File: src/rtl/decode_pkg.sv
package decode_pkg;

    localparam logic [1:0] PLV_KERNEL = 2'd0;

    // 3R format, inst[31:15]
    localparam logic [16:0] OP_ADDW    = 17'h00020;
    localparam logic [16:0] OP_SUBW    = 17'h00022;
    localparam logic [16:0] OP_SLT     = 17'h00024;
    localparam logic [16:0] OP_SLTU    = 17'h00025;
    localparam logic [16:0] OP_NOR     = 17'h00028;
    localparam logic [16:0] OP_AND     = 17'h00029;
    localparam logic [16:0] OP_OR      = 17'h0002a;
    localparam logic [16:0] OP_XOR     = 17'h0002b;
    localparam logic [16:0] OP_SLLW    = 17'h0002e;
    localparam logic [16:0] OP_SRLW    = 17'h0002f;
    localparam logic [16:0] OP_SRAW    = 17'h00030;
    localparam logic [16:0] OP_MULW    = 17'h00038;
    localparam logic [16:0] OP_MULHW   = 17'h00039;
    localparam logic [16:0] OP_MULHWU  = 17'h0003a;
    localparam logic [16:0] OP_DIVW    = 17'h00040;
    localparam logic [16:0] OP_MODW    = 17'h00041;
    localparam logic [16:0] OP_DIVWU   = 17'h00042;
    localparam logic [16:0] OP_BREAK   = 17'h00054;
    localparam logic [16:0] OP_SYSCALL = 17'h00056;
    localparam logic [16:0] OP_SLLIW   = 17'h00081;
    localparam logic [16:0] OP_SRLIW   = 17'h00089;
    localparam logic [16:0] OP_SRAIW   = 17'h00091;
    localparam logic [16:0] OP_IDLE    = 17'h00c91;
    localparam logic [16:0] OP_INVTLB  = 17'h00c93;
    localparam logic [16:0] OP_DBAR    = 17'h070e4;
    localparam logic [16:0] OP_IBAR    = 17'h070e5;

    // 2RI12 format, inst[31:22]
    localparam logic [9:0] OP_SLTI  = 10'h008;
    localparam logic [9:0] OP_SLTUI = 10'h009;
    localparam logic [9:0] OP_ADDIW = 10'h00a;
    localparam logic [9:0] OP_ANDI  = 10'h00d;
    localparam logic [9:0] OP_ORI   = 10'h00e;
    localparam logic [9:0] OP_XORI  = 10'h00f;

    typedef enum logic [7:0] {
        ALU_NOP = 8'h00,
        ALU_ADDW, ALU_SUBW, ALU_AND, ALU_OR, ALU_XOR, ALU_NOR, ALU_SLT, ALU_SLTU,
        ALU_SLLW, ALU_SRLW, ALU_SRAW, ALU_SLLIW, ALU_SRLIW, ALU_SRAIW,
        ALU_MULW, ALU_MULHW, ALU_MULHWU, ALU_DIVW, ALU_DIVWU, ALU_MODW,
        ALU_BREAK, ALU_SYSCALL, ALU_IDLE, ALU_INVTLB
    } aluop_t;

    typedef enum logic [2:0] {
        SEL_NOP   = 3'd0,
        SEL_ARITH = 3'd1,
        SEL_MUL   = 3'd2
    } alusel_t;

    typedef enum logic [6:0] {
        ECODE_ADEF = 7'h08,
        ECODE_SYS  = 7'h0b,
        ECODE_BRK  = 7'h0c,
        ECODE_INE  = 7'h0d,
        ECODE_IPE  = 7'h0e
    } ecode_t;

    typedef struct packed {
        logic        hit;
        logic        is_priv;
        logic        we;
        aluop_t      aluop;
        alusel_t     alusel;
        logic [31:0] imm;
        logic        re1;
        logic        re2;
        logic [4:0]  invtlb_op;
    } dec_t;

    typedef struct packed {
        logic [31:0] pc;
        logic [31:0] inst;
    } in_t;

    typedef struct packed {
        logic [31:0] pc;
        logic [31:0] inst;
        logic        we;
        logic [4:0]  waddr;
        aluop_t      aluop;
        alusel_t     alusel;
        logic [31:0] imm;
        logic [31:0] rs1;
        logic [31:0] rs2;
        logic        is_priv;
        logic [4:0]  invtlb_op;
        logic        exc;
        ecode_t      ecode;
    } id_out_t;

endpackage

File: src/rtl/id_3r.sv
module id_3r (
    input  logic [31:0]       inst,
    output decode_pkg::dec_t  dec
);
    import decode_pkg::*;

    logic [16:0] opcode;
    logic [4:0]  rd;
    logic [4:0]  ui5;

    assign opcode = inst[31:15];
    assign rd     = inst[4:0];
    assign ui5    = inst[14:10]; // shares bits with rk

    always_comb begin
        dec.hit       = 1'b1;
        dec.is_priv   = 1'b0;
        dec.we        = 1'b1;
        dec.aluop     = ALU_NOP;
        dec.alusel    = SEL_ARITH;
        dec.imm       = 32'b0;
        dec.re1       = 1'b1;
        dec.re2       = 1'b1;
        dec.invtlb_op = 5'b0;

        case (opcode)
            OP_ADDW:    dec.aluop = ALU_ADDW;
            OP_SUBW:    dec.aluop = ALU_SUBW;
            OP_AND:     dec.aluop = ALU_AND;
            OP_OR:      dec.aluop = ALU_OR;
            OP_XOR:     dec.aluop = ALU_XOR;
            OP_NOR:     dec.aluop = ALU_NOR;
            OP_SLT:     dec.aluop = ALU_SLT;
            OP_SLTU:    dec.aluop = ALU_SLTU;
            OP_SLLW:    dec.aluop = ALU_SLLW;
            OP_SRLW:    dec.aluop = ALU_SRLW;
            OP_SRAW:    dec.aluop = ALU_SRAW;
            OP_SLLIW:   dec.aluop = ALU_SLLIW;
            OP_SRLIW:   dec.aluop = ALU_SRLIW;
            OP_SRAIW:   dec.aluop = ALU_SRAIW;
            OP_MULW:    dec.aluop = ALU_MULW;
            OP_MULHW:   dec.aluop = ALU_MULHW;
            OP_MULHWU:  dec.aluop = ALU_MULHWU;
            OP_DIVW:    dec.aluop = ALU_DIVW;
            OP_DIVWU:   dec.aluop = ALU_DIVWU;
            OP_MODW:    dec.aluop = ALU_MODW;
            OP_BREAK:   dec.aluop = ALU_BREAK;
            OP_SYSCALL: dec.aluop = ALU_SYSCALL;
            OP_IDLE:    dec.aluop = ALU_IDLE;
            OP_INVTLB:  dec.aluop = ALU_INVTLB;
            OP_DBAR,
            OP_IBAR:    dec.aluop = ALU_NOP; // barriers retire as nop
            default:    dec.hit = 1'b0;
        endcase

        // per-class fields follow from the op
        case (dec.aluop)
            ALU_SLLIW, ALU_SRLIW, ALU_SRAIW: begin
                dec.re2 = 1'b0;
                dec.imm = {27'b0, ui5};
            end
            ALU_MULW, ALU_MULHW, ALU_MULHWU, ALU_DIVW, ALU_DIVWU, ALU_MODW: begin
                dec.alusel = SEL_MUL;
            end
            ALU_INVTLB: begin
                dec.we        = 1'b0;
                dec.alusel    = SEL_NOP;
                dec.is_priv   = 1'b1;
                dec.invtlb_op = rd; // op field sits in rd
            end
            ALU_IDLE: begin
                dec.we      = 1'b0;
                dec.alusel  = SEL_NOP;
                dec.re1     = 1'b0;
                dec.re2     = 1'b0;
                dec.is_priv = 1'b1;
            end
            ALU_BREAK, ALU_SYSCALL, ALU_NOP: begin
                dec.we     = 1'b0;
                dec.alusel = SEL_NOP;
                dec.re1    = 1'b0;
                dec.re2    = 1'b0;
            end
            default: ;
        endcase
    end

endmodule

File: src/rtl/id_2ri12.sv
module id_2ri12 (
    input  logic [31:0]       inst,
    output decode_pkg::dec_t  dec
);
    import decode_pkg::*;

    logic [9:0]  opcode;
    logic [11:0] si12;

    assign opcode = inst[31:22];
    assign si12   = inst[21:10];

    always_comb begin
        dec.hit       = 1'b1;
        dec.is_priv   = 1'b0;
        dec.we        = 1'b1;
        dec.aluop     = ALU_NOP;
        dec.alusel    = SEL_ARITH;
        dec.imm       = {{20{si12[11]}}, si12};
        dec.re1       = 1'b1;
        dec.re2       = 1'b0; // imm replaces rk
        dec.invtlb_op = 5'b0;

        case (opcode)
            OP_ADDIW: dec.aluop = ALU_ADDW;
            OP_SLTI:  dec.aluop = ALU_SLT;
            OP_SLTUI: dec.aluop = ALU_SLTU;
            OP_ANDI: begin
                dec.aluop = ALU_AND;
                dec.imm   = {20'b0, si12};
            end
            OP_ORI: begin
                dec.aluop = ALU_OR;
                dec.imm   = {20'b0, si12};
            end
            OP_XORI: begin
                dec.aluop = ALU_XOR;
                dec.imm   = {20'b0, si12};
            end
            default: begin
                dec.hit    = 1'b0;
                dec.we     = 1'b0;
                dec.alusel = SEL_NOP;
                dec.imm    = 32'b0;
                dec.re1    = 1'b0;
            end
        endcase
    end

endmodule

File: src/rtl/regfile.sv
module regfile (
    input  logic        clk,
    input  logic        reset,
    input  logic [4:0]  raddr1,
    input  logic [4:0]  raddr2,
    output logic [31:0] rdata1,
    output logic [31:0] rdata2,
    input  logic        wen,
    input  logic [4:0]  waddr,
    input  logic [31:0] wdata
);
    logic [31:0] regs [32];

    always_ff @(posedge clk) begin
        if (reset) begin
            for (int i = 0; i < 32; i++) begin
                regs[i] <= 32'b0;
            end
        end else if (wen && waddr != 5'd0) begin
            regs[waddr] <= wdata;
        end
    end

    // no bypass from the write port
    assign rdata1 = (raddr1 == 5'd0) ? 32'b0 : regs[raddr1];
    assign rdata2 = (raddr2 == 5'd0) ? 32'b0 : regs[raddr2];

endmodule

File: src/rtl/id_ctrl.sv
module id_ctrl (
    input  logic                 clk,
    input  logic                 reset,
    input  logic                 in_valid,
    output logic                 in_ready,
    input  decode_pkg::in_t      in,
    input  logic [1:0]           plv,
    input  decode_pkg::dec_t     dec_3r,
    input  decode_pkg::dec_t     dec_2ri12,
    output logic [4:0]           raddr1,
    output logic [4:0]           raddr2,
    input  logic [31:0]          rdata1,
    input  logic [31:0]          rdata2,
    output logic                 out_valid,
    input  logic                 out_ready,
    output decode_pkg::id_out_t  out
);
    import decode_pkg::*;

    dec_t    dec;
    id_out_t nxt;
    logic    exc;
    ecode_t  ecode;

    assign dec    = dec_3r.hit ? dec_3r : dec_2ri12; // decoders never both hit
    assign raddr1 = in.inst[9:5];
    assign raddr2 = in.inst[14:10];

    always_comb begin
        exc   = 1'b1;
        ecode = ECODE_INE; // also the idle value when exc is low
        if (in.pc[1:0] != 2'b00) begin
            ecode = ECODE_ADEF;
        end else if (!dec.hit) begin
            ecode = ECODE_INE;
        end else if (dec.is_priv && plv != PLV_KERNEL) begin
            ecode = ECODE_IPE;
        end else if (dec.aluop == ALU_SYSCALL) begin
            ecode = ECODE_SYS;
        end else if (dec.aluop == ALU_BREAK) begin
            ecode = ECODE_BRK;
        end else begin
            exc = 1'b0;
        end
    end

    always_comb begin
        nxt.pc        = in.pc;
        nxt.inst      = in.inst;
        nxt.we        = dec.we & ~exc;
        nxt.waddr     = in.inst[4:0];
        nxt.aluop     = dec.aluop;
        nxt.alusel    = dec.alusel;
        nxt.imm       = dec.imm;
        nxt.rs1       = dec.re1 ? rdata1 : 32'b0;
        nxt.rs2       = dec.re2 ? rdata2 : 32'b0;
        nxt.is_priv   = dec.is_priv;
        nxt.invtlb_op = dec.invtlb_op;
        nxt.exc       = exc;
        nxt.ecode     = ecode;
    end

    assign in_ready = ~out_valid | out_ready;

    always_ff @(posedge clk) begin
        if (reset) begin
            out_valid <= 1'b0;
        end else if (in_ready) begin
            out_valid <= in_valid;
        end
    end

    always_ff @(posedge clk) begin
        if (in_valid && in_ready) begin
            out <= nxt; // held while stalled
        end
    end

endmodule

File: src/rtl/id_stage.sv
module id_stage (
    input  logic                 clk,
    input  logic                 reset,
    input  logic                 in_valid,
    output logic                 in_ready,
    input  decode_pkg::in_t      in,
    input  logic [1:0]           plv,
    output logic                 out_valid,
    input  logic                 out_ready,
    output decode_pkg::id_out_t  out,
    input  logic                 wb_en,
    input  logic [4:0]           wb_addr,
    input  logic [31:0]          wb_data
);
    import decode_pkg::*;

    dec_t        dec_3r;
    dec_t        dec_2ri12;
    logic [4:0]  raddr1;
    logic [4:0]  raddr2;
    logic [31:0] rdata1;
    logic [31:0] rdata2;

    id_3r u_id_3r (
        .inst (in.inst),
        .dec  (dec_3r)
    );

    id_2ri12 u_id_2ri12 (
        .inst (in.inst),
        .dec  (dec_2ri12)
    );

    id_ctrl u_id_ctrl (
        .clk       (clk),
        .reset     (reset),
        .in_valid  (in_valid),
        .in_ready  (in_ready),
        .in        (in),
        .plv       (plv),
        .dec_3r    (dec_3r),
        .dec_2ri12 (dec_2ri12),
        .raddr1    (raddr1),
        .raddr2    (raddr2),
        .rdata1    (rdata1),
        .rdata2    (rdata2),
        .out_valid (out_valid),
        .out_ready (out_ready),
        .out       (out)
    );

    regfile u_regfile (
        .clk    (clk),
        .reset  (reset),
        .raddr1 (raddr1),
        .raddr2 (raddr2),
        .rdata1 (rdata1),
        .rdata2 (rdata2),
        .wen    (wb_en),
        .waddr  (wb_addr),
        .wdata  (wb_data)
    );

endmodule

File: config.mk
export PLATFORM = sky130hd
export DESIGN_NAME = id_stage
export DESIGN_NICKNAME = d
export VERILOG_FILES = /design/src/rtl/decode_pkg.sv /design/src/rtl/id_3r.sv /design/src/rtl/id_2ri12.sv /design/src/rtl/regfile.sv /design/src/rtl/id_ctrl.sv /design/src/rtl/id_stage.sv
export SDC_FILE = /design/constraint.sdc
export NUM_CORES = 2
export LEC_CHECK = 0
export BUFFER_PORTS_ARGS = -buffer_cell sky130_fd_sc_hd__buf_4
export CELL_PAD_IN_SITES_DETAIL_PLACEMENT = 1
export CELL_PAD_IN_SITES_GLOBAL_PLACEMENT = 2
export CORE_ASPECT_RATIO = 0.6
export CORE_MARGIN = 1.5
export CORE_UTILIZATION = 45
export CTS_CLUSTER_DIAMETER = 120
export DETAILED_ROUTE_END_ITERATION = 8
export PLACE_DENSITY_LB_ADDON = 0.1
export SETUP_SLACK_MARGIN = 0.02
export SLEW_MARGIN = 10
export SYNTH_ARGS = -nofsm -noshare
export SYNTH_HDL_FRONTEND = slang
export SYNTH_SLANG_ARGS = --single-unit
File: constraint.sdc
create_clock -name clk -period 7.1 [get_ports clk]
set_input_delay 1.065 -clock clk [delete_from_list [all_inputs] [get_ports clk]]
set_output_delay 1.065 -clock clk [all_outputs]
set_load 0.02 [all_outputs]
==> out/qor.csv <==
metric,value,unit
cell chain of the critical path,buf_4 -> nand2b_1 -> nor2_1 -> nand3b_1 -> nor2_4 -> buf_4 -> or2_2 -> buf_4,
number of global-route vias before repair,37500,
Post-Syn Area,60400,µm²
min cycle time layout,3.91,ns
Root Buffer,clkbuf_16,
1st-iter DRT viols,6029,
crit path launch type,input port,
IO Count,301,
slowest cell on the critical path,nand3b_1,
Max Clock Skew,0.0287,ns
post-CTS sizing,0,
measured slew at the worst slew-check pin,1.18,ns
Placed Instances,5389,
register area share after synthesis,58.8,%
fin util,51.5,%
"flops & latches, synth",1184,
crit-path max cell delay,0.63,ns
Initial Utilization,45.7,%
routed wire length,222,mm
Syn. warnings,0,
cells after synthesis,3586,
placed wire-length estimate,130,mm
"Remaining Overflow, GRT",0,
Layout area overhead,12.8,%
CTS Buf Count,119,
DRT Pass-1 Iters,5,
CP most frequent cell,buf_4,
initial antenna violation count,30,
Post-synth ARST share,0,%
number of synthesized flops with an enable pin,1183,
crit-path leading delay family,simple AND/OR/NAND/NOR gates,
Worst setup EP type,flip-flop,
hold slack,0.493,ns
post-synth cell types,67,
Hold Path Class,input port to flip-flop,
critical path data arrival time,4.30,ns
fmax,255,MHz
worst skew pair latency,0.76,ns
clock-pin slew on the worst setup and hold paths,0.06,ns
Avg Inst Size Synth,16.9,µm²
DR vias,37500,
"Setup violations, final",0,
status,finished clean,
PwrDens,243,nW/µm²
WL/cell,39.4,µm
Num Clock Sinks,1184,
Slew Limit Fails,0,
Placer Congestion,0.865,
Setup Crit Path Kind,input port to flip-flop,
I/O Buffers,292,
Die Ht,287,µm
Pleak,23.3,nW
H-tree depth,3,
Site Rows,103,
max cap viols,0,
Worst slew margin,21.2,%
CTS tree,yes,
CTS Hold Bufs,0,
Setup TNS Final,0,ns
total core area,132000,µm²
first-pass GRT wire length,305,mm
"commonest cells after routing, fill and taps aside","1183 x edfxtp_1, 1000 x and2_1, 640 x mux4_2, 370 x buf_4, 119 x clkbuf_16",
Finished Layout Cells,5621,
final hold violation count,0,
RSZ-0062 raised after global routing,no,
"commonest non-fill, non-tap cell in the layout",edfxtp_1,
"Buf+Inv Stages, Crit Path",3,
DR vias/cell,6.67,
final net count,3833,
Tcrit/Tclk final,55.1,%
GRT Util Overall,32.6,%
area of the die,137000,µm²
Antenna Nets Post-Route,0,
post-CTS setup buffers,0,
top_reg_cell synth,edfxtp_1,
Longest Clk Path Bufs,3,
Remaining DRCs,0,
share of cells above drive strength 1,33.7,%
maximum VDD drop,0.191,mV
largest net degree at the start of global routing,97,
die width,476,µm
Worst Path Max Fanout,36,
WP data required,7.48,ns
-- cells by family after synthesis --
logic type | Yosys count | share of synthesized area (%)
buffers and inverters | 408 | 2.80
XOR/XNOR | 2 | 0.0290
flip-flops | 1184 | 58.8
multiplexers | 706 | 24.9
AND/OR/NAND/NOR | 1239 | 12.8
AO/OA/AOI/OAI | 45 | 0.563
other | 2 | 0.0124
-- layout make-up --
class | count | area [µm²]
Antenna cell | 13 | 32.5
Clock buffer | 161 | 3190
Clock inverter | 58 | 546
Fill cell | 12100 | 64200
Inverter | 5 | 18.8
Multi-Input combinational cell | 2032 | 23600
Sequential cell | 1184 | 35500
Tap cell | 1785 | 2230
Timing Repair Buffer | 383 | 3000
-- power by group --
| part | switching, mW | leakage (nW) | internal, mW |
|---|---|---|---|
| clock | 2.85 | 1.82 | 3.46 |
| combinational | 1.13 | 10.1 | 0.847 |
| sequential | 0.212 | 11.3 | 8.08 |
-- cells in the mapped netlist, types with 4 or more instances --
cell,number,share of area [%]
nand3b_1,6,0.075
buf_2,6,0.050
nand2_1,15,0.093
nor4_1,10,0.10
nand3_1,7,0.058
inv_1,4,0.025
mux2i_1,64,1.1
buf_4,33,0.41
edfxtp_1,1183,59
nand2b_1,5,0.052
nor3_1,9,0.075
nor4_2,27,0.56
o21a_1,7,0.087
buf_6,4,0.075
and3_1,5,0.052
or3b_1,4,0.058
clkbuf_1,327,2.0
mux4_2,640,24
or2_2,34,0.35
buf_1,33,0.20
nor2_1,84,0.52
and2_1,1001,10
nand4_1,6,0.062
nor2b_1,4,0.041
-- flip-flops by register name, summed over array words and instances, names as in the netlist --
name and count:
u_regfile.regs 1024, u_id_ctrl.out 159, u_id_ctrl.out_valid 1
-- through the flow --
step                      total power, mW  worst slack [ns]  instance area [µm²]
after floorplan                      9.54              1.56                60600
after global placement               10.3              2.46                64400
after detailed placement             10.4              2.48                64400
after CTS                            16.6              3.30                68100
after global routing                 17.0              3.15                68200
final                                16.6              3.19                68200
-- metal layers --
metal / vias up / routed length [µm] / GRT usage, %
met5: - / 18 / 0
met2: 2666 / 96800 / 46.8
met3: 299 / 28800 / 8.91
met1: 20300 / 90800 / 49.4
li1: 14200 / - / -
met4: 4 / 5180 / 7.56
-- worst paths after layout --
check                                   start                             endpoint  slack [ns]  depth (start not counted)
min reg2reg  u_id_ctrl.out_valid$_SDFFE_PP0N_     u_id_ctrl.out_valid$_SDFFE_PP0N_        0.58                          2
max reg2reg  u_id_ctrl.out_valid$_SDFFE_PP0N_      u_id_ctrl.out[87]$_SDFFCE_PN0P_        4.60                          3
max                                     reset  u_regfile.regs[4][16]$_SDFFCE_PN0P_        3.19                          8
min                                    in[63]         u_id_ctrl.out[190]$_DFFE_PP_        0.49                          1
(Power assumes the default switching activity.)
